==> src/verilog/cpu_types_pkg.sv <==
package cpu_types_pkg;

    // Core-wide sizes
    localparam int addr_width     = 32;
    localparam int arch_reg_count = 32;
    localparam int phys_reg_count = 64;
    localparam int rob_size       = 32;

    // Index widths follow from the sizes above
    localparam int arch_idx_width = $clog2(arch_reg_count);
    localparam int phys_idx_width = $clog2(phys_reg_count);
    localparam int rob_idx_width  = $clog2(rob_size);

    // Program counter value
    typedef logic [addr_width-1:0] addr_t;

    // Architectural register index, register 0 means no destination
    typedef logic [arch_idx_width-1:0] arch_idx_t;

    // Physical register index
    typedef logic [phys_idx_width-1:0] phys_idx_t;

    // Reorder buffer slot
    typedef logic [rob_idx_width-1:0] rob_idx_t;

    // One bit per physical register, set when the register is free
    typedef logic [phys_reg_count-1:0] free_vec_t;

    // Whole map table, indexed by architectural register
    typedef phys_idx_t [arch_reg_count-1:0] map_vec_t;

endpackage

==> src/verilog/branch_pkg.sv <==
package branch_pkg;

    // Number of unresolved branches that can be in flight
    localparam int b_mask_width = 4;

    // One bit per in-flight branch
    typedef logic [b_mask_width-1:0] b_mask_t;

    // Control transfer class of a dispatched instruction
    typedef enum logic [1:0] {
        kind_none,
        kind_cond,
        kind_jump
    } branch_kind_e;

    // Checkpoint taken when a branch or jump is dispatched
    typedef struct packed {
        // Slot holds a live checkpoint
        logic                     valid;
        branch_kind_e             kind;
        // Older branches this checkpoint depends on
        b_mask_t                  b_mask;
        cpu_types_pkg::addr_t     branch_pc;
        cpu_types_pkg::addr_t     predicted_pc;
        cpu_types_pkg::rob_idx_t  rob_tail;
        // Rename state right after the branch's own rename
        cpu_types_pkg::free_vec_t free_list;
        cpu_types_pkg::map_vec_t  map_table;
    } bs_entry_t;

endpackage

==> src/verilog/branch_ifs.sv <==
`timescale 1ns/1ps

// Branch resolution from the complete stage
interface resolve_if;

    logic                 valid;
    // One-hot mask bit of the resolving branch
    branch_pkg::b_mask_t  tag;
    logic                 taken;
    cpu_types_pkg::addr_t target;

    modport src (
        output valid,
        output tag,
        output taken,
        output target
    );

    modport dst (
        input valid,
        input tag,
        input taken,
        input target
    );

endinterface

// Rename state recovery after a mispredict
interface restore_if;

    logic                     valid;
    // Checkpoints that depend on the mispredicted branch
    branch_pkg::b_mask_t      squash_mask;
    cpu_types_pkg::map_vec_t  map_table;
    cpu_types_pkg::free_vec_t free_list;

    modport src (
        output valid,
        output squash_mask,
        output map_table,
        output free_list
    );

    modport dst (
        input valid,
        input squash_mask,
        input map_table,
        input free_list
    );

endinterface

==> src/verilog/branch_mask_alloc.sv <==
`timescale 1ns/1ps

module branch_mask_alloc (
    input  logic                clock,
    input  logic                reset,
    resolve_if.dst              res,
    input  logic                mispredict,
    input  branch_pkg::b_mask_t squash_mask,
    input  logic                alloc,
    output branch_pkg::b_mask_t free_tag,
    output branch_pkg::b_mask_t busy,
    output logic                full
);

    branch_pkg::b_mask_t clear_mask;
    branch_pkg::b_mask_t busy_avail;

    // Bits released by this cycle's resolve
    always_comb begin
        clear_mask = '0;
        if (res.valid) begin
            clear_mask = res.tag;
            // Younger branches on the wrong path give their bits back too
            if (mispredict) begin
                clear_mask = clear_mask | squash_mask;
            end
        end
    end

    // Resolve goes first, so a same-cycle dispatch can reuse a released bit
    assign busy_avail = busy & ~clear_mask;

    // Lowest free bit, one-hot
    always_comb begin
        free_tag = '0;
        for (int i = branch_pkg::b_mask_width - 1; i >= 0; i--) begin
            if (!busy_avail[i]) begin
                free_tag    = '0;
                free_tag[i] = 1'b1;
            end
        end
    end

    assign full = &busy_avail;

    always_ff @(posedge clock) begin
        if (reset) begin
            busy <= '0;
        end else if (alloc && !full) begin
            busy <= busy_avail | free_tag;
        end else begin
            busy <= busy_avail;
        end
    end

endmodule

==> src/verilog/rename_state.sv <==
`timescale 1ns/1ps

module rename_state (
    input  logic                     clock,
    input  logic                     reset,
    input  cpu_types_pkg::arch_idx_t dest,
    input  logic                     alloc,
    output cpu_types_pkg::phys_idx_t new_preg,
    output logic                     no_free,
    output cpu_types_pkg::map_vec_t  map_table,
    output cpu_types_pkg::free_vec_t free_list,
    input  logic                     retire_valid,
    input  cpu_types_pkg::phys_idx_t retire_preg,
    restore_if.dst                   rst
);

    // Registered rename state
    cpu_types_pkg::map_vec_t  map_q;
    cpu_types_pkg::free_vec_t free_q;

    // State after restore and retire, before this cycle's allocation
    cpu_types_pkg::map_vec_t  map_base;
    cpu_types_pkg::free_vec_t free_avail;

    logic do_alloc;

    always_comb begin
        if (rst.valid) begin
            map_base   = rst.map_table;
            free_avail = rst.free_list;
        end else begin
            map_base   = map_q;
            free_avail = free_q;
        end
        // A retire in the restore cycle is not lost
        if (retire_valid) begin
            free_avail[retire_preg] = 1'b1;
        end
    end

    // Priority pick, the lowest numbered free register wins
    always_comb begin
        new_preg = '0;
        for (int i = cpu_types_pkg::phys_reg_count - 1; i >= 0; i--) begin
            if (free_avail[i]) begin
                new_preg = cpu_types_pkg::phys_idx_t'(i);
            end
        end
    end

    assign no_free = ~|free_avail;

    // Architectural register 0 never gets a new mapping
    assign do_alloc = alloc && (dest != '0) && !no_free;

    // Next state, also the checkpoint source for a branch dispatched now
    always_comb begin
        map_table = map_base;
        free_list = free_avail;
        if (do_alloc) begin
            map_table[dest]     = new_preg;
            free_list[new_preg] = 1'b0;
        end
    end

    always_ff @(posedge clock) begin
        if (reset) begin
            // Identity map, the first arch_reg_count registers are in use
            for (int i = 0; i < cpu_types_pkg::arch_reg_count; i++) begin
                map_q[i] <= cpu_types_pkg::phys_idx_t'(i);
            end
            for (int i = 0; i < cpu_types_pkg::phys_reg_count; i++) begin
                free_q[i] <= (i >= cpu_types_pkg::arch_reg_count);
            end
        end else begin
            map_q  <= map_table;
            free_q <= free_list;
        end
    end

endmodule

==> src/verilog/branch_stack.sv <==
`timescale 1ns/1ps

module branch_stack (
    input  logic                     clock,
    input  logic                     reset,
    resolve_if.dst                   res,
    input  logic                     push,
    input  branch_pkg::b_mask_t      push_tag,
    input  branch_pkg::branch_kind_e push_kind,
    input  branch_pkg::b_mask_t      push_deps,
    input  cpu_types_pkg::addr_t     push_pc,
    input  cpu_types_pkg::addr_t     push_predicted_pc,
    input  cpu_types_pkg::rob_idx_t  push_rob_tail,
    input  cpu_types_pkg::map_vec_t  map_in,
    input  cpu_types_pkg::free_vec_t free_in,
    input  logic                     retire_valid,
    input  cpu_types_pkg::phys_idx_t retire_preg,
    restore_if.src                   rst,
    output cpu_types_pkg::addr_t     restore_pc,
    output cpu_types_pkg::rob_idx_t  restore_rob_tail,
    output logic                     mispredict
);

    // One checkpoint per mask bit
    branch_pkg::bs_entry_t entries   [branch_pkg::b_mask_width];
    branch_pkg::bs_entry_t entries_n [branch_pkg::b_mask_width];

    // Checkpoint of the resolving branch
    branch_pkg::bs_entry_t    sel;
    cpu_types_pkg::addr_t     actual_pc;
    branch_pkg::b_mask_t      dependents;
    branch_pkg::b_mask_t      strip_mask;
    cpu_types_pkg::free_vec_t retire_vec;

    always_comb begin
        sel = '0;
        for (int i = 0; i < branch_pkg::b_mask_width; i++) begin
            if (res.tag[i]) begin
                sel = entries[i];
            end
        end
    end

    // Jumps always go to the target
    always_comb begin
        if (res.taken || sel.kind == branch_pkg::kind_jump) begin
            actual_pc = res.target;
        end else begin
            actual_pc = sel.branch_pc + 32'd4;
        end
    end

    assign mispredict = res.valid && sel.valid && (actual_pc != sel.predicted_pc);

    // Live checkpoints younger than the resolving branch
    always_comb begin
        for (int i = 0; i < branch_pkg::b_mask_width; i++) begin
            dependents[i] = entries[i].valid && |(entries[i].b_mask & res.tag);
        end
    end

    assign rst.valid       = mispredict;
    assign rst.squash_mask = mispredict ? dependents : '0;
    assign rst.map_table   = sel.map_table;
    assign rst.free_list   = sel.free_list;

    assign restore_pc       = mispredict ? actual_pc : '0;
    assign restore_rob_tail = mispredict ? sel.rob_tail : '0;

    assign strip_mask = res.valid ? res.tag : '0;

    always_comb begin
        retire_vec = '0;
        if (retire_valid) begin
            retire_vec[retire_preg] = 1'b1;
        end
    end

    always_comb begin
        for (int i = 0; i < branch_pkg::b_mask_width; i++) begin
            entries_n[i] = entries[i];
            if (strip_mask[i] || (mispredict && dependents[i])) begin
                entries_n[i].valid = 1'b0;
            end else if (entries[i].valid) begin
                // Survivor no longer waits on the resolved branch
                entries_n[i].b_mask    = entries[i].b_mask & ~strip_mask;
                entries_n[i].free_list = entries[i].free_list | retire_vec;
            end
            // New checkpoint may reuse a slot released this cycle
            if (push && push_tag[i]) begin
                entries_n[i].valid        = 1'b1;
                entries_n[i].kind         = push_kind;
                entries_n[i].b_mask       = push_deps;
                entries_n[i].branch_pc    = push_pc;
                entries_n[i].predicted_pc = push_predicted_pc;
                entries_n[i].rob_tail     = push_rob_tail;
                entries_n[i].free_list    = free_in;
                entries_n[i].map_table    = map_in;
            end
        end
    end

    always_ff @(posedge clock) begin
        if (reset) begin
            for (int i = 0; i < branch_pkg::b_mask_width; i++) begin
                entries[i].valid <= 1'b0;
            end
        end else begin
            entries <= entries_n;
        end
    end

endmodule

==> src/verilog/branch_recovery_unit.sv <==
`timescale 1ns/1ps

module branch_recovery_unit (
    input  logic                     clock,
    input  logic                     reset,
    input  logic                     disp_req,
    input  branch_pkg::branch_kind_e disp_kind,
    input  cpu_types_pkg::arch_idx_t disp_dest,
    input  cpu_types_pkg::addr_t     disp_pc,
    input  cpu_types_pkg::addr_t     disp_predicted_pc,
    input  cpu_types_pkg::rob_idx_t  disp_rob_tail,
    output logic                     disp_ack,
    output cpu_types_pkg::phys_idx_t disp_preg,
    output branch_pkg::b_mask_t      disp_tag,
    input  logic                     resolve_valid,
    input  branch_pkg::b_mask_t      resolve_tag,
    input  logic                     resolve_taken,
    input  cpu_types_pkg::addr_t     resolve_target,
    input  logic                     retire_valid,
    input  cpu_types_pkg::phys_idx_t retire_preg,
    output logic                     restore_valid,
    output cpu_types_pkg::addr_t     restore_pc,
    output cpu_types_pkg::rob_idx_t  restore_rob_tail,
    output logic                     resolve_mispredict
);

    typedef enum logic [1:0] {
        disp_idle,
        disp_acked,
        disp_wait_low
    } disp_state_e;

    disp_state_e state;

    branch_pkg::b_mask_t      free_tag;
    branch_pkg::b_mask_t      busy;
    branch_pkg::b_mask_t      deps;
    logic                     full;
    cpu_types_pkg::phys_idx_t new_preg;
    logic                     no_free;
    cpu_types_pkg::map_vec_t  map_next;
    cpu_types_pkg::free_vec_t free_next;
    logic                     mispredict;
    logic                     is_branch;
    logic                     need_preg;
    logic                     can_serve;
    logic                     fire;

    resolve_if res_bus ();
    restore_if rst_bus ();

    assign res_bus.valid  = resolve_valid;
    assign res_bus.tag    = resolve_tag;
    assign res_bus.taken  = resolve_taken;
    assign res_bus.target = resolve_target;

    assign is_branch = (disp_kind != branch_pkg::kind_none);
    assign need_preg = (disp_dest != '0);

    // Back-pressure until the needed resources are free
    assign can_serve = (!is_branch || !full) && (!need_preg || !no_free);
    assign fire      = (state == disp_idle) && disp_req && can_serve;

    // Older branches still pending after this cycle's resolve
    assign deps = busy & ~(resolve_valid ? resolve_tag : '0)
                       & ~(mispredict ? rst_bus.squash_mask : '0);

    // Ack rises on fire and stays up until the request drops
    always_ff @(posedge clock) begin
        if (reset) begin
            state <= disp_idle;
        end else begin
            case (state)
                disp_idle:     state <= fire ? disp_acked : disp_idle;
                disp_acked:    state <= disp_req ? disp_wait_low : disp_idle;
                disp_wait_low: state <= disp_req ? disp_wait_low : disp_idle;
                default:       state <= disp_idle;
            endcase
        end
    end

    assign disp_ack = (state != disp_idle);

    // Results held for the whole ack phase
    always_ff @(posedge clock) begin
        if (fire) begin
            disp_preg <= need_preg ? new_preg : '0;
            disp_tag  <= is_branch ? free_tag : '0;
        end
    end

    branch_mask_alloc u_mask_alloc (
        .clock       (clock),
        .reset       (reset),
        .res         (res_bus),
        .mispredict  (mispredict),
        .squash_mask (rst_bus.squash_mask),
        .alloc       (fire && is_branch),
        .free_tag    (free_tag),
        .busy        (busy),
        .full        (full)
    );

    rename_state u_rename (
        .clock        (clock),
        .reset        (reset),
        .dest         (disp_dest),
        .alloc        (fire),
        .new_preg     (new_preg),
        .no_free      (no_free),
        .map_table    (map_next),
        .free_list    (free_next),
        .retire_valid (retire_valid),
        .retire_preg  (retire_preg),
        .rst          (rst_bus)
    );

    branch_stack u_stack (
        .clock             (clock),
        .reset             (reset),
        .res               (res_bus),
        .push              (fire && is_branch),
        .push_tag          (free_tag),
        .push_kind         (disp_kind),
        .push_deps         (deps),
        .push_pc           (disp_pc),
        .push_predicted_pc (disp_predicted_pc),
        .push_rob_tail     (disp_rob_tail),
        .map_in            (map_next),
        .free_in           (free_next),
        .retire_valid      (retire_valid),
        .retire_preg       (retire_preg),
        .rst               (rst_bus),
        .restore_pc        (restore_pc),
        .restore_rob_tail  (restore_rob_tail),
        .mispredict        (mispredict)
    );

    assign restore_valid      = rst_bus.valid;
    assign resolve_mispredict = mispredict;

endmodule

==> config.mk <==
export PLATFORM = sky130hd
export DESIGN_NAME = branch_recovery_unit
export DESIGN_NICKNAME = d
export VERILOG_FILES = /design/src/verilog/cpu_types_pkg.sv /design/src/verilog/branch_pkg.sv /design/src/verilog/branch_ifs.sv /design/src/verilog/branch_mask_alloc.sv /design/src/verilog/rename_state.sv /design/src/verilog/branch_stack.sv /design/src/verilog/branch_recovery_unit.sv
export SDC_FILE = /design/constraint.sdc
export NUM_CORES = 1
export LEC_CHECK = 0
export ABC_AREA = 1
export BUFFER_PORTS_ARGS = -buffer_cell sky130_fd_sc_hd__buf_4
export CORE_AREA = 5 5 312 314
export DETAILED_ROUTE_END_ITERATION = 8
export DIE_AREA = 0 0 317 319
export GPL_ROUTABILITY_DRIVEN = 0
export PLACE_DENSITY_LB_ADDON = 0.08
export SLEW_MARGIN = 20
export SYNTH_ARGS = -nofsm -noshare
export SYNTH_HDL_FRONTEND = slang
export SYNTH_SLANG_ARGS = --single-unit
==> constraint.sdc <==
create_clock -name clock -period 19.9 [get_ports clock]
set_clock_uncertainty 0.15 [all_clocks]
set_input_delay 2.985 -clock clock [delete_from_list [all_inputs] [get_ports clock]]
set_output_delay 2.985 -clock clock [all_outputs]
set_load 0.01 [all_outputs]
**Word-level counts from Yosys, hierarchy flattened**

Cells that the tools add are included.

- Flip-flop bits (word level): 1600
- Word-level logic and storage cells: 414
- Input bits: 124
- Output and inout bits: 50

- Reduce and logical (&&, ||, !) cells: 61
- Bitwise logic cells: 24
- Mux-type cells: 121
- $add $sub $neg: 1
- $lt $le $gt $ge: 6
- Eq/ne operators: 8

Operators by type and width:

| operator | number |
|---|---|
| 332-bit 2-to-1 mux | 8 |
| 64-bit 2-to-1 mux | 12 |
| 6-bit 2-to-1 mux | 65 |
| 192-bit 2-to-1 mux | 2 |
| 64-bit bitwise OR | 5 |
| 192-bit bitwise mux | 1 |
| 4-bit 2-to-1 mux | 18 |
| 64-bit bitwise AND | 1 |
| 32-bit 2-to-1 mux | 2 |
| 64-bit inverter | 1 |
| 64-bit OR reduction | 1 |
| 4-bit bitwise AND | 11 |
| 32-bit by 3-bit adder with 32-bit output (second input constant) | 1 |
| 32-bit != test | 1 |
| 6-bit demux with 5-bit select | 1 |
| 1-bit logical AND | 24 |
| 2-bit nonzero test | 10 |
| 4-bit OR reduction | 4 |
| 6-bit by 7-bit less-than comparator with 1-bit output (second input constant) | 2 |
| 1-bit demux with 6-bit select | 2 |
| 6-bit by 1-bit >= comparator with 1-bit output (second input constant) | 2 |
| 4-bit inverter | 3 |
| 3-bit AND reduction | 4 |
| 2-bit != test (second input constant) | 4 |
| other kinds (17) | 36 |

**Depth between registers and ports, before layout**

Gate-level depths: netlist (run 1).

- Depth in word-level cells: 84
- Depth in mapped cells: 93
- Depth with buffers taken out: 92

**Hierarchy**

A second synthesis (run 1) with hierarchy kept.

- Cell total of the unflattened synthesis: 6965
- Area, all modules: 70878.0 µm²

By module, submodules not included:

| module | seq. area each (µm²) | cells each | area an instance (µm²) | times used |
|---|---|---|---|---|
| branch_stack | 39838.2 | 4566 | 55519.5 | 1 |
| rename_state | 5124.9 | 2296 | 14502.7 | 1 |
| branch_recovery_unit | 340.3 | 67 | 598.1 | 1 |
| branch_mask_alloc | 80.1 | 36 | 257.7 | 1 |

**Worst setup path after synthesis (run 1)**

OpenSTA, ideal clock, no wires.

- Kind: input-to-reg
- From: in resolve_tag[2]
- To: reg u_stack.entries[256] (netlist name) (enable)
- Path buffers: 7
- Arrival: 12.653 ns
- Stages: 37
- Setup time: 0.587 ns
- Setup slack: 6.510 ns
- Required time: 19.163 ns
- Path through: buf_2 -> inv_2 -> buf_4 -> nand3_1 -> a21oi_2 -> ha_1 -> nand3_2 -> nor2_2 -> nand3_1 -> nor2_1 -> nand2_1 -> nand2_1 -> nand2_1 -> nand2_1 -> nand2_1 -> nand2_1 -> nor2_1 -> nand3_1 -> nor2_1 -> nand3_2 -> nand2_2 -> inv_2 -> buf_2 -> buf_2 -> buf_2 -> buf_2 -> buf_1 -> o211ai_1 -> nand3b_1 -> nor2_1 -> nand2_1 -> nor2_1 -> nand2_1 -> nor4_1 -> a21oi_1 -> inv_1 -> nor3_1

- Cells in the longest elaborated chain, start to end: 21
- Elaborated cells between the ends (all ways): 44
- Those cells by class: add/sub (1); eq/ne (2); mux (12); bitwise (8); reduce/logical (21)

RTL lines:

| item | RTL line | RTL |
|---|---|---|
| start, declared | branch_recovery_unit.sv:16 | `input branch_pkg::b_mask_t resolve_tag,` |
| 332-bit 2-to-1 mux * (2 in series) | branch_stack.sv:38 | `if (res.tag[i]) begin` |
| branches (longest 4 deep; another with 32-bit by 3-bit adder with 32-bit output) | - |  |
| 1-bit logical AND * | branch_stack.sv:53 | `assign mispredict = res.valid && sel.valid && (actual_pc != sel.predicted_pc);` |
| via resolve_mispredict | branch_recovery_unit.sv:24 | `output logic resolve_mispredict` |
| 4-bit 2-to-1 mux | branch_stack.sv:63 | `assign rst.squash_mask = mispredict ? dependents : '0;` |
| 4-bit bitwise OR | branch_mask_alloc.sv:25 | `clear_mask = clear_mask \| squash_mask;` |
| 4-bit 2-to-1 mux | branch_mask_alloc.sv:24 | `if (mispredict) begin` |
| 4-bit 2-to-1 mux | branch_mask_alloc.sv:21 | `if (res.valid) begin` |
| (+3 left out) | - |  |
| 1-bit zero test | branch_recovery_unit.sv:61 | `assign can_serve = (!is_branch \|\| !full) && (!need_preg \|\| !no_free);` |
| 1-bit logical OR | branch_recovery_unit.sv:61 |  |
| 1-bit logical AND * | branch_recovery_unit.sv:61 |  |
| 1-bit logical AND * | branch_recovery_unit.sv:62 | `assign fire = (state == disp_idle) && disp_req && can_serve;` |
| via fire | branch_recovery_unit.sv:47 | `logic fire;` |
| 1-bit logical AND * | branch_recovery_unit.sv:122 | `.push (fire && is_branch),` |
| 1-bit logical AND * | branch_stack.sv:90 | `if (push && push_tag[i]) begin` |
| 2-bit AND reduction (no source line) * | - |  |
| end signal, assigned | branch_stack.sv:109 | `entries <= entries_n;` |
| end, declared | branch_stack.sv:25 | `branch_pkg::bs_entry_t entries [branch_pkg::b_mask_width];` |

Mark *: on every way through the listed nets, which the timed path passes.
A chain may end at the register's enable or synchronous reset.

==> results of run 1 <==
[cells in the final DEF, fill, tap and decap left out, drive strengths merged, types with 4 or more instances in the layout]
master,n
clkbuf,91
nor2,420
a21oi,84
xor2,5
o21ai,379
clkinv,38
buf,224
nand3,390
nor3,16
inv,260
nand2,936
diode,4
o31ai,7
or2,18
a22oi,56
o211ai,68
nand3b,64
nand4,43
dfxtp,74
bufinv,6
edfxtp,566
a221oi,65
[worst max path at each step]
stage,end,slack [ps]
after floorplan,u_stack.entries[256],6510
after global placement,u_stack.entries[860],5390
after detailed placement,u_stack.entries[1192],5360
after CTS,u_stack.entries[1192],6030
after global routing,u_stack.entries[860],5020
final,u_stack.entries[1192],5970
[tightest hold or removal path, cell delays in order, from the launching register on]
cell and delay [ps]:
sky130_fd_sc_hd__dfxtp_1 330, sky130_fd_sc_hd__ha_1 140, sky130_fd_sc_hd__nor3_1 40
[cells by family (layout without fill, tap and decap cells)]
group	Yosys count	after routing	synth area share
compound gates	671	671	0.122
xor+xnor	7	7	0.00188
fa+ha+maj	3	3	0.00115
buf+inv	453	620	0.0551
flops	640	640	0.566
other cells	0	4	0
simple gates	1892	1892	0.254
[registers in the layout, indices dropped and copies added (netlist names)]
| register | flops |
|---|---|
| u_stack.entries | 560 |
| u_rename.free_q | 64 |
| disp_preg | 6 |
| disp_tag | 4 |
| u_mask_alloc.busy | 4 |
| state | 2 |
[power by group through the flow]
stage / registers (mW) / clock network [mW] / logic [mW]
after floorplan: 1.53 / 0 / 0.239
after global placement: 1.53 / 0 / 0.405
after detailed placement: 1.53 / 0 / 0.405
after CTS: 1.50 / 1.41 / 0.406
after global routing: 1.51 / 1.47 / 0.446
final: 1.50 / 1.38 / 0.409
[cell type report]
type | count | area [µm²] | share of cell area
Antenna cell | 4 | 10.0 | 0.000266
Clock buffer | 91 | 1980 | 0.0525
Clock inverter | 46 | 450 | 0.0120
Inverter | 259 | 983 | 0.0261
Multi-Input combinational cell | 2573 | 12500 | 0.331
Sequential cell | 640 | 18500 | 0.491
Tap cell | 1265 | 1580 | 0.0421
Timing Repair Buffer | 224 | 1690 | 0.0449
[layer usage]
metal / wire length [µm] / share of wire / vias up
li1: - / - / 13000
met2: 53300 / 0.45 / 974
met5: 0 / 0 / -
met3: 7670 / 0.064 / 140
met4: 2150 / 0.018 / 0
met1: 56200 / 0.47 / 13400
==> summary.json, run 1 <==
{
  "critical_path": {
    "critical-path-max-stage-delay_ps": 910,
    "cp.required_ps": 20130,
    "cp-start-kind": "input port",
    "worst_path_dominant_cell_family": "simple AND/OR/NAND/NOR gates",
    "cp_num_buf_inv": 7,
    "crit_slowest_cell": "sky130_fd_sc_hd__nor2_4",
    "timing.setup.critical_path_class": "in2reg",
    "timing.critical_path.depth": 83,
    "worstSetupStartpoint": "resolve_tag[0]",
    "regToRegEndpoint": "u_stack.entries[1192]",
    "worst-endpoint-arrival_ps": 14160,
    "timing.reg2reg.worst_path_depth": 80,
    "most_frequent_cell_on_the_critical_path": "sky130_fd_sc_hd__nand2_1",
    "crit_path_max_fanout": 55,
    "end_kind": "flop",
    "reg2reg_slack_ps": 9170,
    "timing.rr.start": "u_stack.entries[1326]"
  },
  "die": {
    "num_rows": 113,
    "height_of_the_chip_um": 319,
    "core_region_area_mm2": 0.0943,
    "initial_util": 0.346,
    "die_ar_mm2": 0.101,
    "pin_count": 174,
    "chipWidth_um": 317
  },
  "synth": {
    "synthTopCellsByArea": "sky130_fd_sc_hd__edfxtp_1 52%, sky130_fd_sc_hd__nand2_1 11%, sky130_fd_sc_hd__o21ai_0 5.7%, sky130_fd_sc_hd__nand3_1 5.5%, sky130_fd_sc_hd__nor2_1 4.7%",
    "synthesis.yosys.warnings": 0,
    "synth_seq_area_share": 0.566,
    "ys_seq_elements": 640,
    "syn_area_per_cell_um2": 8.90,
    "synth_enable_flop_cells": 566,
    "netlist_area_mm2": 0.0326,
    "net_count_of_the_mapped_netlist": 3793,
    "synth_commonest_cells": "932 x sky130_fd_sc_hd__nand2_1, 566 x sky130_fd_sc_hd__edfxtp_1, 411 x sky130_fd_sc_hd__nor2_1",
    "synth_area_leader_cell": "sky130_fd_sc_hd__edfxtp_1",
    "yosysTopAreaCellShare": 0.521,
    "synth_ff_type": "sky130_fd_sc_hd__edfxtp_1",
    "synth_async_sr_flop_share": 0,
    "syn_inst": 3666,
    "yosysUniqueCellTypes": 44,
    "yosysMostFrequentCell": "sky130_fd_sc_hd__nand2_1"
  },
  "pwr": {
    "power_switching_share": 0.273,
    "netSwitchingPower_mw": 0.899,
    "power_frac_clock": 0.419,
    "pwr-share-seq": 0.457,
    "vdd.ir_drop.worst_uv": 63.4,
    "combPwrFrac": 0.124,
    "power.total_mw": 3.29,
    "powerDensity_mw_per_mm2": 87.5,
    "leakage_power_nw": 14.5,
    "internal_power_mw": 2.39
  },
  "finish": {
    "area.growth.synth_to_final_pct": 15.3,
    "postLayoutCellArea_mm2": 0.0376,
    "finalNonFillerCells": 5102,
    "n_fill_cell": 9469,
    "post_route_utilization": 0.399,
    "final_layout_size_suffix_gt1_frac": 0.115,
    "num-nets-final": 3900
  },
  "global_route": {
    "grt_usage": 0.229,
    "grt.busiest_layer": "met2",
    "global_route.usage.met3": 0.0273,
    "grt-ovfl-total": 0,
    "grt_util_met2": 0.354,
    "grt_util_met1": 0.342,
    "grt_pass1_vias": 26700,
    "grt_max_degree": 73,
    "global_route_wire_length_before_repair_um": 176000,
    "grt_antenna_before_repair": 4
  },
  "worst_hold_path": {
    "min_path_type": "reg2reg",
    "min_path_cells": 2,
    "worstHoldEndpoint": "state[1]",
    "holdCritStartpoint": "state[1]"
  },
  "placement": {
    "placedCellCount": 4961,
    "post-place-ws_ps": 5360,
    "port_buffers": 173,
    "detailed_place_hpwl_um": 70500,
    "detailed_place.area_mm2": 0.0352
  },
  "drt": {
    "viasPerCell": 5.39,
    "drc": 0,
    "antenna_left": 0,
    "num_vias": 27500,
    "drt_pass1_iterations": 6,
    "detail_route.iter0.violations": 2651,
    "drt-wirelength-per-cell_um": 23.4,
    "routed_wl_um": 119000
  },
  "sta": {
    "final_hold_viol_count": 0,
    "max_freq_mhz": 71.8,
    "finalSetupViolations": 0,
    "fin_ws_ps": 5970,
    "fin_hold_ws_ps": 403,
    "slew_headroom": 0.190,
    "actual_transition_at_the_worst_max_transition_pin_ps": 1210,
    "final.setup.tns_ps": 0,
    "final_period_minus_worst_setup_slack_ps": 13930,
    "grt_setup_unrepaired": "no",
    "share_of_the_clock_period_used_by_the_worst_path_after_layout": 0.700,
    "maxSlewViolCount": 0
  },
  "run_status": {
    "status": "finished, final reports clean"
  },
  "clock_tree": {
    "clockBufferDepth": 3,
    "cts_hold_buffers": 0,
    "insertion_delay_ps": 650,
    "post-cts-setup-buffers": 0,
    "root_buffer": "sky130_fd_sc_hd__clkbuf_16",
    "post_cts_resized": 0,
    "tritoncts_num_sinks": 640,
    "htree_num_levels": 3,
    "cts_tree": "done",
    "cts.reportedPaths.clkPinSlew_ps": 60,
    "cts-buffers-inserted": 75
  },
  "flow_run": {
    "cap_viol_max_count": 0
  }
}
(Power assumes the default switching activity.)
==> inputs of run 2 (changes only) <==
==> constraint.sdc (replaced) <==
create_clock -name clock -period 12 [get_ports clock]
set_clock_uncertainty 0.15 [all_clocks]
set_input_delay 1.8 -clock clock [delete_from_list [all_inputs] [get_ports clock]]
set_output_delay 1.8 -clock clock [all_outputs]
set_load 0.01 [all_outputs]
==> run 2 against run 1 <==
Against the previous run: core utilization grew 0.22 points; critical path depth down 43; first-iteration DRC count is 3.2% higher; die area stayed put; sequential power up 67%; non-clock buffer count increased by 18; cell count up 0.39%; routed wire length increased by 1.9%; via count up 1.2%; cell area grew 0.56%; count of clock-buffer cells in the layout grew 19; largest power group unchanged.
==> summary.json, run 2 (synthesized netlist as in run 1, its figures left out) <==
{
  "clock_tree": {
    "tritoncts_num_sinks": 640,
    "root_buffer": "sky130_fd_sc_hd__clkbuf_16",
    "post_cts_resized": 0,
    "post-cts-setup-buffers": 0,
    "cts_hold_buffers": 0,
    "clockBufferDepth": 3,
    "insertion_delay_ps": 630,
    "cts_tree": "done",
    "htree_num_levels": 3,
    "cts.reportedPaths.clkPinSlew_ps": 50,
    "cts-buffers-inserted": 76
  },
  "critical_path": {
    "cp.required_ps": 12090,
    "cp_num_buf_inv": 9,
    "worst-endpoint-arrival_ps": 10620,
    "timing.setup.critical_path_class": "in2reg",
    "most_frequent_cell_on_the_critical_path": "sky130_fd_sc_hd__nand2_1",
    "cp-start-kind": "input port",
    "worst_path_dominant_cell_family": "simple AND/OR/NAND/NOR gates",
    "crit_path_max_fanout": 101,
    "end_kind": "flop",
    "crit_slowest_cell": "sky130_fd_sc_hd__nor2_4",
    "critical-path-max-stage-delay_ps": 800
  },
  "sta": {
    "final_hold_viol_count": 0,
    "final_period_minus_worst_setup_slack_ps": 10530,
    "actual_transition_at_the_worst_max_transition_pin_ps": 1090,
    "share_of_the_clock_period_used_by_the_worst_path_after_layout": 0.877,
    "fin_hold_ws_ps": 411,
    "slew_headroom": 0.271,
    "grt_setup_unrepaired": "no",
    "max_freq_mhz": 95.0,
    "finalSetupViolations": 0,
    "maxSlewViolCount": 0,
    "final.setup.tns_ps": 0
  },
  "finish": {
    "num-nets-final": 3919,
    "final_layout_size_suffix_gt1_frac": 0.118,
    "postLayoutCellArea_mm2": 0.0378,
    "largest_register_ffs": 560,
    "post_route_utilization": 0.401,
    "top_regs": "u_stack.entries: 560 flops, u_rename.free_q: 64 flops, disp_preg: 6 flops",
    "regMostFlops": "u_stack.entries",
    "finalNonFillerCells": 5122,
    "most_common_cell_after_layout_fill_and_taps_aside": "sky130_fd_sc_hd__nand2_1",
    "area.growth.synth_to_final_pct": 16.0,
    "final_cell_mix": "931 x sky130_fd_sc_hd__nand2_1, 566 x sky130_fd_sc_hd__edfxtp_1, 401 x sky130_fd_sc_hd__nor2_1"
  },
  "die": {
    "core_region_area_mm2": 0.0943,
    "pin_count": 174,
    "initial_util": 0.346,
    "die_ar_mm2": 0.101,
    "chipWidth_um": 317,
    "height_of_the_chip_um": 319,
    "num_rows": 113
  },
  "pwr": {
    "internal_power_mw": 4.00,
    "pwr-share-seq": 0.456,
    "power_frac_clock": 0.418,
    "netSwitchingPower_mw": 1.48,
    "leakage_power_nw": 14.6,
    "power_switching_share": 0.270,
    "powerDensity_mw_per_mm2": 145,
    "combPwrFrac": 0.126,
    "vdd.ir_drop.worst_uv": 82.3
  },
  "global_route": {
    "global_route_wire_length_before_repair_um": 178000,
    "grt_antenna_before_repair": 4,
    "grt_usage": 0.232,
    "grt-ovfl-total": 0,
    "grt_pass1_vias": 26700,
    "grt_max_degree": 102
  },
  "run_status": {
    "status": "finished, final reports clean"
  },
  "drt": {
    "num_vias": 27900,
    "routed_wl_um": 122000,
    "antenna_left": 0,
    "detail_route.iter0.violations": 2737,
    "drt-wirelength-per-cell_um": 23.7,
    "drc": 0,
    "drt_pass1_iterations": 6,
    "viasPerCell": 5.44
  },
  "placement": {
    "placedCellCount": 4978,
    "port_buffers": 173,
    "detailed_place.area_mm2": 0.0354,
    "detailed_place_hpwl_um": 72200
  },
  "flow_run": {
    "cap_viol_max_count": 0
  },
  "worst_hold_path": {
    "min_path_type": "reg2reg"
  }
}
run 2: cell types whose count changed in the layout (fill, tap and decap cells not counted), sizes merged:
cell / before / now
clkbuf: 91 / 110
buf: 224 / 242
clkinv: 38 / 26
bufinv: 6 / 3
diode: 4 / 2
run 2: through the flow:
stage               setup slack (ps)  power (mW)
floorplan                        317        2.94
global placement                1020        3.22
detailed placement               903        3.22
CTS                             1520        5.52
global route                     771        5.68
finish                          1470        5.48
run 2: final cells by class:
type                            count  area (µm²)
Clock inverter                     31         241
Fill cell                        9508       56500
Sequential cell                   640       18500
Multi-Input combinational cell   2573       12500
Timing Repair Buffer              242        1880
Tap cell                         1265        1580
Inverter                          259         983
Antenna cell                        2        5.00
Clock buffer                      110        2200
run 2: final timing paths:
check / start / end / slack (ps) / depth (start not counted)
hold reg to reg: state[1] / state[1] / 410 / 2
setup reg to reg: u_stack.entries[1326] / u_stack.entries[566] / 2880 / 33
setup / recovery: resolve_tag[1] / u_stack.entries[566] / 1470 / 40
hold / removal: state[1] / state[1] / 410 / 2
run 2: worst min-delay path: cells and delay by family, from the launching register on:
| family | cells | cell delay (ps) |
|---|---|---|
| flops | 1 | 330 |
| fa+ha+maj | 1 | 140 |
| simple gates | 1 | 50 |
run 2: layer usage:
| layer | share of wire | vias to the layer above | wire length [µm] | GRT usage |
|---|---|---|---|---|
| met5 | 0.000058 | - | 7 | 0 |
| met4 | 0.022 | 2 | 2720 | 0.0584 |
| met3 | 0.071 | 170 | 8680 | 0.0382 |
| met2 | 0.45 | 1070 | 55000 | 0.363 |
| met1 | 0.45 | 13600 | 55300 | 0.338 |
| li1 | - | 13000 | - | - |
run 2: power groups by stage:
stage	Sequential (mW)	Combinational [mW]	Clock (mW)
finish	2.50	0.690	2.29
detailed placement	2.54	0.681	0
global placement	2.54	0.682	0
global route	2.50	0.747	2.44
floorplan	2.54	0.397	0
CTS	2.49	0.683	2.35
==> inputs of run 3 (changes only) <==
--- a/config.mk
+++ b/config.mk
@@ -12,6 +12,7 @@
 export DIE_AREA = 0 0 317 319
 export GPL_ROUTABILITY_DRIVEN = 0
 export PLACE_DENSITY_LB_ADDON = 0.08
+export RECOVER_POWER = 50
 export SLEW_MARGIN = 20
 export SYNTH_ARGS = -nofsm -noshare
 export SYNTH_HDL_FRONTEND = slang
==> run 3 against run 2 <==
Against the previous run: the run now ends with max-capacitance violations, max-slew violations left; hold slack worse by 0.51 ps; cell area down 1.3%; combinational power down 3%; routed wire length down 0.12%; sequential power about the same.
==> summary.json, run 3 (synthesized netlist as in run 1, its figures left out) <==
{
  "pwr": {
    "pwr-share-seq": 0.457,
    "combPwrFrac": 0.123,
    "internal_power_mw": 3.98,
    "vdd.ir_drop.worst_uv": 82.5,
    "power_switching_share": 0.270,
    "power.total_mw": 5.46,
    "powerDensity_mw_per_mm2": 146,
    "netSwitchingPower_mw": 1.48,
    "power_frac_clock": 0.420,
    "leakage_power_nw": 14.2
  },
  "critical_path": {
    "crit_path_max_fanout": 40,
    "crit_slowest_cell": "sky130_fd_sc_hd__clkbuf_1",
    "cp-start-kind": "input port",
    "timing.setup.critical_path_class": "in2reg",
    "most_frequent_cell_on_the_critical_path": "sky130_fd_sc_hd__nand2_1",
    "end_kind": "flop",
    "cp.required_ps": 12090,
    "worst-endpoint-arrival_ps": 11110,
    "critical-path-max-stage-delay_ps": 950
  },
  "die": {
    "die_ar_mm2": 0.101,
    "core_region_area_mm2": 0.0943,
    "chipWidth_um": 317,
    "pin_count": 174,
    "height_of_the_chip_um": 319,
    "num_rows": 113,
    "initial_util": 0.346
  },
  "global_route": {
    "grt_pass1_vias": 26700,
    "grt_antenna_before_repair": 4,
    "grt_max_degree": 102,
    "grt_usage": 0.232,
    "grt-ovfl-total": 0,
    "global_route_wire_length_before_repair_um": 178000
  },
  "drt": {
    "viasPerCell": 5.46,
    "num_vias": 28000,
    "drt-wirelength-per-cell_um": 23.7,
    "routed_wl_um": 121000,
    "detail_route.iter0.violations": 2664,
    "drt_pass1_iterations": 6,
    "antenna_left": 0,
    "drc": 0
  },
  "flow_run": {
    "cap_viol_max_count": 5
  },
  "placement": {
    "post-place-ws_ps": 903,
    "detailed_place_hpwl_um": 72200,
    "port_buffers": 173
  },
  "finish": {
    "area.growth.synth_to_final_pct": 14.4,
    "regMostFlops": "u_stack.entries",
    "final_cell_mix": "931 x sky130_fd_sc_hd__nand2_1, 566 x sky130_fd_sc_hd__edfxtp_1, 403 x sky130_fd_sc_hd__nor2_1",
    "top_regs": "u_stack.entries: 560 flops, u_rename.free_q: 64 flops, disp_preg: 6 flops",
    "final_layout_size_suffix_gt1_frac": 0.0846,
    "most_common_cell_after_layout_fill_and_taps_aside": "sky130_fd_sc_hd__nand2_1",
    "largest_register_ffs": 560,
    "num-nets-final": 3919
  },
  "clock_tree": {
    "htree_num_levels": 3,
    "insertion_delay_ps": 630,
    "tritoncts_num_sinks": 640,
    "clockBufferDepth": 3,
    "cts-buffers-inserted": 76,
    "cts_tree": "done",
    "cts_hold_buffers": 0,
    "root_buffer": "sky130_fd_sc_hd__clkbuf_16",
    "post_cts_resized": 0,
    "post-cts-setup-buffers": 0,
    "cts.reportedPaths.clkPinSlew_ps": 50
  },
  "sta": {
    "finalSetupViolations": 0,
    "share_of_the_clock_period_used_by_the_worst_path_after_layout": 0.918,
    "slew_headroom": -0.817,
    "maxSlewViolCount": 206,
    "final_period_minus_worst_setup_slack_ps": 11020,
    "fin_ws_ps": 984,
    "final_hold_viol_count": 0,
    "actual_transition_at_the_worst_max_transition_pin_ps": 2730,
    "grt_setup_unrepaired": "no",
    "max_freq_mhz": 90.8,
    "final.setup.tns_ps": 0
  },
  "run_status": {
    "status": "finished with violations",
    "violations": "max-capacitance violations, max-slew violations"
  },
  "worst_hold_path": {
    "min_path_type": "reg2reg"
  }
}
## run 3: worst paths after layout
path | from | to | depth (start not counted) | slack [ps]
worst max-delay path | resolve_tag[1] | u_stack.entries[566] | 42 | 980
worst min-delay path | state[1] | state[1] | 2 | 410
worst max register to register | u_stack.entries[994] | u_stack.entries[566] | 35 | 2430
worst min register to register | state[1] | state[1] | 2 | 410
## run 3: layout make-up
| type | count | area [µm²] |
|---|---|---|
| Inverter | 259 | 983 |
| Clock inverter | 31 | 241 |
| Tap cell | 1265 | 1580 |
| Clock buffer | 110 | 2200 |
| Fill cell | 9611 | 57000 |
| Multi-Input combinational cell | 2573 | 12500 |
| Sequential cell | 640 | 18500 |
| Antenna cell | 2 | 5.00 |
| Timing Repair Buffer | 242 | 1400 |
## run 3: routing by layer
layer	GRT usage	part of all wire	vias up
met2	0.363	0.45	1061
met5	0	0.000058	-
met3	0.0382	0.067	159
li1	-	-	13000
met1	0.338	0.46	13700
met4	0.0584	0.021	2
## run 3: stage by stage
stage / instance area (µm²) / utilization / cells / hold slack (ps)
after floorplan: 32600 / - / 3666 / 341
after global placement: 35400 / 0.375 / 4978 / 397
after detailed placement: 35400 / 0.375 / 4978 / 398
after CTS: 37800 / 0.401 / 5119 / 413
after global routing: 37300 / 0.396 / 5122 / 434
final: 37300 / 0.396 / 5122 / 411
## run 3: power groups by stage
stage          registers, mW  logic, mW  clock network [mW]
2_1_floorplan           2.54      0.397                   0
3_3_place_gp            2.54      0.682                   0
3_5_place_dp            2.54      0.681                   0
4_1_cts                 2.49      0.683                2.35
5_1_grt                 2.50      0.727                2.44
6_report                2.50      0.671                2.29
## run 3: critical path: cells and delay by family
family	cells	cell delay, ps
fa+ha+maj	1	240
simple gates	27	4000
compound gates	4	900
buf+inv	10	3990
